<file path="config.mk">
export PLATFORM = sky130hd
export DESIGN_NAME = core_top
export DESIGN_NICKNAME = d
export VERILOG_FILES = /design/src/rtl/core_pkg.sv /design/src/rtl/core_top.sv /design/src/rtl/decode_stage.sv /design/src/rtl/execute_stage.sv /design/src/rtl/mem_stage.sv /design/src/rtl/reg_file.sv
export SDC_FILE = /design/constraint.sdc
export NUM_CORES = 2
export LEC_CHECK = 0
export BUFFER_PORTS_ARGS = -buffer_cell sky130_fd_sc_hd__buf_2
export CORE_MARGIN = 5
export CORE_UTILIZATION = 45
export CTS_CLUSTER_DIAMETER = 60
export DETAILED_ROUTE_END_ITERATION = 10
export SYNTH_ARGS = -nofsm -noshare
export SYNTH_HDL_FRONTEND = slang
export SYNTH_SLANG_ARGS = --single-unit
export TNS_END_PERCENT = 1
</file>
<file path="constraint.sdc">
create_clock -name clk -period 73.2 [get_ports clk]
set_clock_uncertainty 0.15 [all_clocks]
set_input_delay 7.32 -clock clk [delete_from_list [all_inputs] [get_ports clk]]
set_output_delay 7.32 -clock clk [all_outputs]
set_load 0.02 [all_outputs]
</file>
<file path="src/rtl/core_pkg.sv">
`default_nettype none

package core_pkg;

    localparam int num_regs = 16;

    // Instruction word field positions
    localparam int opc_msb = 31;
    localparam int opc_lsb = 28;
    localparam int rd_msb  = 27;
    localparam int rd_lsb  = 24;
    localparam int rs1_msb = 23;
    localparam int rs1_lsb = 20;
    localparam int rs2_msb = 19;
    localparam int rs2_lsb = 16;
    localparam int imm_msb = 15;
    localparam int imm_lsb = 0;

    typedef logic [3:0]  reg_idx_t;
    typedef logic [31:0] word_t;

    typedef enum logic [3:0] {
        op_nop   = 4'd0,
        op_add   = 4'd1,
        op_sub   = 4'd2,
        op_and   = 4'd3,
        op_or    = 4'd4,
        op_addi  = 4'd5,
        op_load  = 4'd6,
        op_store = 4'd7  // Highest defined code
    } opcode_e;

    typedef struct packed {
        opcode_e  op;
        reg_idx_t rd;
        word_t    a;
        word_t    b;
        word_t    imm;    // Already sign-extended
        logic     valid;
    } uop_t;

    typedef struct packed {
        opcode_e  op;
        reg_idx_t rd;
        word_t    value;  // ALU result or effective address
        word_t    store_data;
        logic     valid;
    } ex_result_t;

    typedef struct packed {
        reg_idx_t rd;
        word_t    data;
        logic     wr_en;
    } retire_t;

    typedef struct packed {
        word_t addr;
        word_t wdata;
        logic  write;
    } mem_req_t;

    // ALU ops and loads update a register
    function automatic logic writes_rd(opcode_e op);
        return (op inside {op_add, op_sub, op_and, op_or, op_addi, op_load});
    endfunction

endpackage

`default_nettype wire

</file>
<file path="src/rtl/core_top.sv">
`timescale 1ns/1ps
`default_nettype none

module core_top (
    input  logic               clk,
    input  logic               rst,
    input  logic               instr_req,
    input  core_pkg::word_t    instr,
    output logic               instr_ack,
    output logic               dmem_req,
    output core_pkg::mem_req_t dmem,
    input  logic               dmem_ack,
    input  core_pkg::word_t    dmem_rdata,
    output logic               retire_valid,
    output core_pkg::retire_t  retire
);

    core_pkg::reg_idx_t   rs1;
    core_pkg::reg_idx_t   rs2;
    core_pkg::word_t      rd1;
    core_pkg::word_t      rd2;
    core_pkg::uop_t       uop;
    core_pkg::ex_result_t ex;
    logic                 mem_busy;

    reg_file i_reg_file (
        .clk      (clk),
        .rst      (rst),
        .rs1      (rs1),
        .rs2      (rs2),
        .rd1      (rd1),
        .rd2      (rd2),
        .wr       (retire),
        .wr_valid (retire_valid)
    );

    decode_stage i_decode (
        .clk          (clk),
        .rst          (rst),
        .instr_req    (instr_req),
        .instr        (instr),
        .instr_ack    (instr_ack),
        .rs1          (rs1),
        .rs2          (rs2),
        .rd1          (rd1),
        .rd2          (rd2),
        .stall        (mem_busy),
        .retire       (retire),
        .retire_valid (retire_valid),
        .uop          (uop)
    );

    execute_stage i_execute (
        .clk    (clk),
        .rst    (rst),
        .uop    (uop),
        .stall  (mem_busy),
        .result (ex)
    );

    mem_stage i_mem (
        .clk          (clk),
        .rst          (rst),
        .ex           (ex),
        .busy         (mem_busy),
        .dmem_req     (dmem_req),
        .dmem         (dmem),
        .dmem_ack     (dmem_ack),
        .dmem_rdata   (dmem_rdata),
        .retire_valid (retire_valid),
        .retire       (retire)
    );

endmodule

`default_nettype wire

</file>
<file path="src/rtl/decode_stage.sv">
`timescale 1ns/1ps
`default_nettype none

module decode_stage (
    input  logic               clk,
    input  logic               rst,
    input  logic               instr_req,
    input  core_pkg::word_t    instr,
    output logic               instr_ack,
    output core_pkg::reg_idx_t rs1,
    output core_pkg::reg_idx_t rs2,
    input  core_pkg::word_t    rd1,
    input  core_pkg::word_t    rd2,
    input  logic               stall,
    input  core_pkg::retire_t  retire,
    input  logic               retire_valid,
    output core_pkg::uop_t     uop
);

    typedef enum logic {dec_idle, dec_acked} decode_state_e;

    decode_state_e                 state;
    core_pkg::word_t               ir;
    logic                          ir_valid;
    core_pkg::opcode_e             in_op;
    core_pkg::opcode_e             ir_op;
    core_pkg::reg_idx_t            in_rd;
    core_pkg::reg_idx_t            in_rs1;
    core_pkg::reg_idx_t            in_rs2;
    logic [core_pkg::num_regs-1:0] pending;
    logic [core_pkg::num_regs-1:0] clr_mask;
    logic [core_pkg::num_regs-1:0] set_mask;
    logic [core_pkg::num_regs-1:0] live_mask;
    logic                          hazard;
    logic                          issue;

    // Codes above store are unused and fold to nop
    function automatic core_pkg::opcode_e to_op(logic [3:0] code);
        if (code <= core_pkg::op_store)
            return core_pkg::opcode_e'(code);
        return core_pkg::op_nop;
    endfunction

    assign in_op  = to_op(instr[core_pkg::opc_msb:core_pkg::opc_lsb]);
    assign in_rd  = instr[core_pkg::rd_msb:core_pkg::rd_lsb];
    assign in_rs1 = instr[core_pkg::rs1_msb:core_pkg::rs1_lsb];
    assign in_rs2 = instr[core_pkg::rs2_msb:core_pkg::rs2_lsb];
    assign ir_op  = to_op(ir[core_pkg::opc_msb:core_pkg::opc_lsb]);

    // Operand reads happen the cycle after the instruction is latched
    assign rs1 = ir[core_pkg::rs1_msb:core_pkg::rs1_lsb];
    assign rs2 = ir[core_pkg::rs2_msb:core_pkg::rs2_lsb];

    assign clr_mask  = (retire_valid && retire.wr_en) ?
                       (core_pkg::num_regs)'(1) << retire.rd : '0;
    assign live_mask = pending & ~clr_mask;  // Retiring writer no longer blocks
    assign hazard    = live_mask[in_rs1] | live_mask[in_rs2] | live_mask[in_rd];
    assign issue     = instr_req && state == dec_idle && !ir_valid && !stall && !hazard;
    assign set_mask  = (issue && core_pkg::writes_rd(in_op)) ?
                       (core_pkg::num_regs)'(1) << in_rd : '0;

    assign instr_ack = (state == dec_acked);

    always_ff @(posedge clk or posedge rst)
    begin
        if (rst)
        begin
            state    <= dec_idle;
            pending  <= '0;
            ir       <= '0;
            ir_valid <= 1'b0;
        end
        else
        begin
            pending <= live_mask | set_mask;  // Set wins over clear
            case (state)
                dec_idle:  if (issue) state <= dec_acked;
                dec_acked: if (!instr_req) state <= dec_idle;  // Source released
                default:   state <= dec_idle;
            endcase
            if (issue)
            begin
                ir       <= instr;
                ir_valid <= 1'b1;
            end
            else if (!stall)
            begin
                ir_valid <= 1'b0;
            end
        end
    end

    always_ff @(posedge clk or posedge rst)
    begin
        if (rst)
        begin
            uop <= '0;
        end
        else if (!stall)
        begin
            uop.valid <= ir_valid && (ir_op != core_pkg::op_nop);  // Nops go no further
            uop.op    <= ir_op;
            uop.rd    <= ir[core_pkg::rd_msb:core_pkg::rd_lsb];
            uop.a     <= rd1;
            uop.b     <= rd2;
            uop.imm   <= {{16{ir[core_pkg::imm_msb]}}, ir[core_pkg::imm_msb:core_pkg::imm_lsb]};
        end
    end

endmodule

`default_nettype wire

</file>
<file path="src/rtl/execute_stage.sv">
`timescale 1ns/1ps
`default_nettype none

module execute_stage (
    input  logic                 clk,
    input  logic                 rst,
    input  core_pkg::uop_t       uop,
    input  logic                 stall,
    output core_pkg::ex_result_t result
);

    core_pkg::word_t alu;

    always_comb
    begin
        case (uop.op)
            core_pkg::op_add:
                alu = uop.a + uop.b;
            core_pkg::op_sub:
                alu = uop.a - uop.b;
            core_pkg::op_and:
                alu = uop.a & uop.b;
            core_pkg::op_or:
                alu = uop.a | uop.b;
            core_pkg::op_addi, core_pkg::op_load, core_pkg::op_store:
                alu = uop.a + uop.imm;  // Also the effective address
            default:
                alu = '0;
        endcase
    end

    always_ff @(posedge clk or posedge rst)
    begin
        if (rst)
        begin
            result <= '0;
        end
        else if (!stall)  // Hold while memory is busy
        begin
            result.valid      <= uop.valid;
            result.op         <= uop.op;
            result.rd         <= uop.rd;
            result.value      <= alu;
            result.store_data <= uop.b;
        end
    end

endmodule

`default_nettype wire

</file>
<file path="src/rtl/mem_stage.sv">
`timescale 1ns/1ps
`default_nettype none

module mem_stage (
    input  logic                 clk,
    input  logic                 rst,
    input  core_pkg::ex_result_t ex,
    output logic                 busy,
    output logic                 dmem_req,
    output core_pkg::mem_req_t   dmem,
    input  logic                 dmem_ack,
    input  core_pkg::word_t      dmem_rdata,
    output logic                 retire_valid,
    output core_pkg::retire_t    retire
);

    typedef enum logic [1:0] {
        mem_idle,
        mem_req,
        mem_release,
        mem_done
    } mem_state_e;

    mem_state_e         state;
    core_pkg::reg_idx_t rd_q;
    logic               load_q;
    logic               is_mem_op;

    assign is_mem_op = (ex.op == core_pkg::op_load) || (ex.op == core_pkg::op_store);

    always_ff @(posedge clk or posedge rst)
    begin
        if (rst)
        begin
            state        <= mem_idle;
            busy         <= 1'b0;
            dmem_req     <= 1'b0;
            dmem         <= '0;
            retire_valid <= 1'b0;
            retire       <= '0;
            rd_q         <= '0;
            load_q       <= 1'b0;
        end
        else
        begin
            retire_valid <= 1'b0;  // Single-cycle pulse
            case (state)
                // Retire cycle of a memory op also accepts the next result
                mem_idle, mem_done:
                begin
                    state <= mem_idle;
                    if (ex.valid && is_mem_op)
                    begin
                        dmem.addr  <= ex.value;
                        dmem.wdata <= ex.store_data;
                        dmem.write <= (ex.op == core_pkg::op_store);
                        dmem_req   <= 1'b1;
                        busy       <= 1'b1;
                        rd_q       <= ex.rd;
                        load_q     <= (ex.op == core_pkg::op_load);
                        state      <= mem_req;
                    end
                    else if (ex.valid)
                    begin
                        retire_valid <= 1'b1;  // ALU result goes straight out
                        retire.rd    <= ex.rd;
                        retire.data  <= ex.value;
                        retire.wr_en <= core_pkg::writes_rd(ex.op);
                    end
                end
                mem_req:
                begin
                    if (dmem_ack)
                    begin
                        retire.data <= load_q ? dmem_rdata : dmem.wdata;
                        dmem_req    <= 1'b0;
                        state       <= mem_release;
                    end
                end
                mem_release:
                begin
                    if (!dmem_ack)  // Memory finished its half of the handshake
                    begin
                        retire_valid <= 1'b1;
                        retire.rd    <= rd_q;
                        retire.wr_en <= load_q;  // Stores write nothing back
                        busy         <= 1'b0;
                        state        <= mem_done;
                    end
                end
                default:
                    state <= mem_idle;
            endcase
        end
    end

endmodule

`default_nettype wire

</file>
<file path="src/rtl/reg_file.sv">
`timescale 1ns/1ps
`default_nettype none

module reg_file (
    input  logic               clk,
    input  logic               rst,
    input  core_pkg::reg_idx_t rs1,
    input  core_pkg::reg_idx_t rs2,
    output core_pkg::word_t    rd1,
    output core_pkg::word_t    rd2,
    input  core_pkg::retire_t  wr,
    input  logic               wr_valid
);

    core_pkg::word_t regs [core_pkg::num_regs];
    logic            we;

    assign we = wr_valid && wr.wr_en && (wr.rd != '0);  // r0 never written

    always_ff @(posedge clk or posedge rst)
    begin
        if (rst)
        begin
            for (int i = 0; i < core_pkg::num_regs; i++)
                regs[i] <= '0;
        end
        else if (we)
        begin
            regs[wr.rd] <= wr.data;
        end
    end

    // Write-through so a reader in the retire cycle sees the new value
    assign rd1 = (we && wr.rd == rs1) ? wr.data : regs[rs1];
    assign rd2 = (we && wr.rd == rs2) ? wr.data : regs[rs2];

endmodule

`default_nettype wire

</file>
==> After elaboration in Yosys (flattened, before gate mapping) <==
Index checks and enable logic that the tools add are counted.
{ "classes": {"n_reduce_logical": 31, "addsub": 3, "n_mux": 53, "shift": 2, "n_eq_ne": 31, "n_bitwise": 11, "n_lt_le_gt_ge": 9} }
{ "op_table": {"columns": ["operator", "n"], "rows": [
  ["bitwise mux 512 bit", 1],
  ["two-way mux 32 bit", 9],
  ["binary-select mux 32 bit (select 4 bit)", 2],
  ["case mux 32 bit (5 select lines)", 1],
  ["demux 32 bit (select 4 bit)", 1],
  ["two-way mux 37 bit", 2],
  ["adder 32 bit", 2],
  ["case mux 32 bit (2 select lines)", 1],
  ["equality test 4 x 3 -> 1 bit (second input constant)", 11],
  ["bitwise AND 32 bit", 1],
  ["two-way mux 16 bit", 2],
  ["bitwise OR 32 bit", 1],
  ["left shift 1 x 4 -> 16 bit (first input constant)", 2],
  ["subtractor 32 bit", 1],
  ["equality test 4 x 2 -> 1 bit (second input constant)", 6],
  ["two-way mux 4 bit", 5],
  ["two-way mux 1 bit", 17],
  ["bitwise AND 16 bit", 1],
  ["NOT 16 bit", 1],
  ["bitwise OR 16 bit", 1],
  ["greater-or-equal comparator 5 bit (second input constant)", 3],
  ["less-than comparator 4 x 5 -> 1 bit (second input constant)", 3],
  ["NOT 4 -> 5 bit", 3],
  ["binary-select mux 1 bit (select 4 bit)", 3],
  ["26 further kinds", 60]
]} }
{ "totals": {"input_bits": 68, "out_inout_bits": 105, "reg_bits": 836, "wordCells": 183} }

==> Longest topological paths before layout <==
{ "logic_depth": {"depth_word": 13, "depth_mapped": 17, "depth_no_buf": 17} }

==> Cells and area by module <==
Synthesis repeated with hierarchy kept, for this count alone.
{ "hier_totals": {"cells_unflattened": 3330, "area_unflattened_um2": 44338.8} }
{ "by_module_without_submodules": {"columns": ["mod", "n_inst", "cells_per_inst", "area_per_inst_um2", "seq_area_each_um2"], "rows": [
  ["reg_file", 1, 1753, 27114.8, 12812.3],
  ["decode_stage", 1, 468, 6213.5, 3478.3],
  ["execute_stage", 1, 695, 6015.8, 1826.8],
  ["mem_stage", 1, 414, 4994.8, 2802.7]
]} }

==> Worst setup path after synthesis <==
OpenSTA, ideal clock, no wires.
{ "synth_path": {"path_kind": "input-to-reg", "startpoint": "input port instr[24]", "endpoint": "register i_decode.ir[18]", "setup_slack_ns": 63.763, "arrival_time_ns": 9.162, "setup_ns": 0.125, "path_stages": 8, "path_cell_list": "clkbuf_1 > mux4_2 > nor3b_1 > nor3_1 > and4_4 > buf_6 > buf_8 > mux2_4"} }
{ "synth_between": {"elab_chain_cells": 5} }
{ "synth_rtl": {"columns": ["element", "line", "text"], "rows": [
  ["start, declared", "core_top.sv:8", "input core_pkg::word_t instr,"],
  ["binary-select mux 1 bit (select 4 bit)", "decode_stage.sv:57", "assign hazard = live_mask[in_rs1] | live_mask[in_rs2] | live_mask[in_rd];"],
  ["two-way mux 1 bit (implied by the code)", "decode_stage.sv:57", null],
  ["bitwise OR 1 bit", "decode_stage.sv:57", null],
  ["logical NOT 1 bit", "decode_stage.sv:58", "assign issue = instr_req && state == dec_idle && !ir_valid && !stall && !hazard;"],
  ["logical AND 1 bit", "decode_stage.sv:58", null],
  ["end signal, assigned", "decode_stage.sv:83", "ir <= instr;"],
  ["end, declared", "decode_stage.sv:23", "core_pkg::word_t ir;"]
]} }
Every way passes these cells. The select of a mux whose other input is x is not followed.
A chain may end at the register's enable or synchronous reset.

==> metrics.csv <==
metric;value;unit
status;completed;
max_cap_violations;0;
worst_pin_slew;1.22;ns
grt_pass1_vias;30100;
cts-root-buf;clkbuf_16;
seq_area;0.0209;mm²
htree_levels;3;
nets;3341;
slew_violations;0;
vias_per_cell;6.22;
synth_cell_types;78;
cp-end-kind;asynchronous set/reset pin;
worst-setup-path-type;in2async;
layout_commonest_cell;dfrtp_1;
netlist_instances;3222;
numClockSinks;836;
multiInputGateArea;0.0218;mm²
antenna_found_initial;2;
startpoint_type;primary input;
slew_headroom;18.0;%
cts_made_buffers;95;
layout_common_cells;dfrtp_1 (826), mux2_2 (628), mux4_2 (328);
cts_buffer_depth;3;
required;73.75;ns
fin_crit_sh;15.2;%
hold_depth;0;
die_h;322;µm
synth_edf_count;0;
grt_max_degree;201;
dp_slack;61.22;ns
tritoncts;done;
vias;28600;
arrival;11.69;ns
p_per_area;25.1;mW/mm²
r2r-start;i_decode.uop[104];
switchingPower;389;µW
drive_above_1_share;42.2;%
dp.cells;4412;
clkPwrFrac;39.8;%
final_cell_count_no_fill;4589;
setup_viol;0;
dr.pass1.iters;6;
grt_usage;24.4;%
hp-start;i_reg_file.regs[481];
cts_hold_buffers;0;
drt_iter0_markers;2608;
num_io_pins;173;
p_leak;0.0228;µW
peakVddDrop;18.8;µV
grt_pass1_wl;194000;µm
post_cts_buffers;0;
synth.avg_cell_area;13.6;µm²
overflow;0;
hold_viol_final;0;
critPathMaxFanout;190;
r2r_slack;67.71;ns
netlist_area;0.0439;mm²
start_util;45.4;%
finalPower;1230;µW
routed_wl;127000;µm
postRouteAntennaNets;0;
nFillCells;8130;
sw_frac_of_total;31.7;%
ys_ff_latch;836;
dp_hpwl;78700;µm
ys.warnings.count;0;
fmax;89.7;MHz
clk-insertion-delay-late;0.68;ns
port-buffer-count;172;
hold_path_class;reg2reg;
area_growth;11.5;%
synth_nets;3330;
cts_resized;0;
wl_per_cell;27.6;µm
final_cell_area;0.0489;mm²
worst_slack;62.05;ns
die_w;322;µm
fin_setup_tns;0;ns
fin_crit;11.15;ns
seq_area_frac_synth;47.7;%
core-area;0.0967;mm²
place_area;0.0457;mm²
synth_ff_type;dfrtp_1;
reg2reg_depth;12;
seqPwrFrac;43.3;%
comb_power_share;16.8;%
p_int;838;µW
fp.dieArea;0.104;mm²
hold_end;i_reg_file.regs[481];
rsz0062_at_grt;false;
gp_congestion;0.870;
async_flop_share;100;%
rows;114;
r2r_end;i_execute.result[59];
clk_pin_slew_worst_paths;0.06;ns
drc;0;
==> per-layer routing <==
| layer | wire length (µm) | vias to the layer above | GRT usage (%) |
|---|---|---|---|
| met4 | 3670 | 0 | 7.36 |
| met3 | 9960 | 224 | 5.73 |
| met5 | 0 | - | 0 |
| met1 | 53600 | 15100 | 33.7 |
| li1 | - | 12200 | - |
| met2 | 59500 | 963 | 39.1 |
==> sequential cells by signal, indices dropped and copies added (netlist names), 2 cells and up <==
name              flops
i_execute.result     73
i_mem.rd_q            4
i_mem.state           2
i_mem.dmem           65
i_decode.pending     16
i_decode.ir          32
i_decode.uop         89
i_mem.retire         37
i_reg_file.regs     512
==> Yosys cell counts, types with 18 or more instances <==
cell | count | area (µm²)
nor2_1 | 72 | 270
a21oi_1 | 46 | 230
nor3_1 | 24 | 120
a21o_1 | 50 | 375
buf_1 | 26 | 97.6
nand2_1 | 202 | 758
nand3_1 | 18 | 90.1
mux2i_1 | 110 | 1100
o21ai_0 | 210 | 1050
mux2_2 | 628 | 7070
clkbuf_1 | 242 | 908
inv_1 | 18 | 67.6
dfrtp_1 | 836 | 20900
mux4_2 | 328 | 7390
or4_1 | 22 | 165
ha_1 | 39 | 488
buf_2 | 32 | 160
a22oi_1 | 22 | 165
==> final cells by class <==
cell class | instances | share of cell area, %
Multi-Input combinational cell | 2060 | 44.5
Sequential cell | 836 | 42.8
Clock buffer | 136 | 5.62
Tap cell | 1276 | 3.26
Timing Repair Buffer | 222 | 2.58
Clock inverter | 37 | 1.02
Inverter | 18 | 0.153
Antenna cell | 4 | 0.0205
==> critical path, cell delays in order <==
cell and delay [ns]:
buf_2 0.13, inv_8 0.47, buf_12 0.75, buf_4 0.92, buf_4 0.94, buf_4 0.79
==> cells by family after synthesis <==
| family | share of synthesized area [%] |
|---|---|
| XOR/XNOR | 0.479 |
| flip-flops | 47.7 |
| AND/OR/NAND/NOR | 5.15 |
| buffers and inverters | 2.99 |
| AO/OA/AOI/OAI | 6.73 |
| multiplexers | 35.8 |
| adder cells (fa/ha/maj) | 1.16 |
==> power by group through the flow <==
stage	logic [µW]	registers [µW]	clock network (µW)
floorplan	151	514	0
global placement	205	537	0
detailed placement	207	540	0
CTS	208	532	499
global route	224	537	517
finish	206	532	489
==> worst max-delay path by stage <==
stage | from | endpoint | cells after the start
after floorplan | rst | i_decode.instr_ack | 1
after global placement | rst | i_execute.result[27] | 6
after detailed placement | rst | i_execute.result[27] | 6
after CTS | rst | i_decode.uop[91] | 6
after global routing | rst | i_decode.uop[82] | 6
final | rst | i_decode.uop[91] | 6
==> per-stage QoR <==
| stage | hold WS, ns | utilization [%] |
|---|---|---|
| 6_report | 0.246 | 50.6 |
| 5_1_grt | 0.253 | 50.6 |
| 4_1_cts | 0.247 | 50.6 |
| 3_5_place_dp | 0.233 | 47.2 |
| 3_3_place_gp | 0.226 | 47.2 |
| 2_1_floorplan | 0.291 | - |
(Power assumes the default switching activity.)
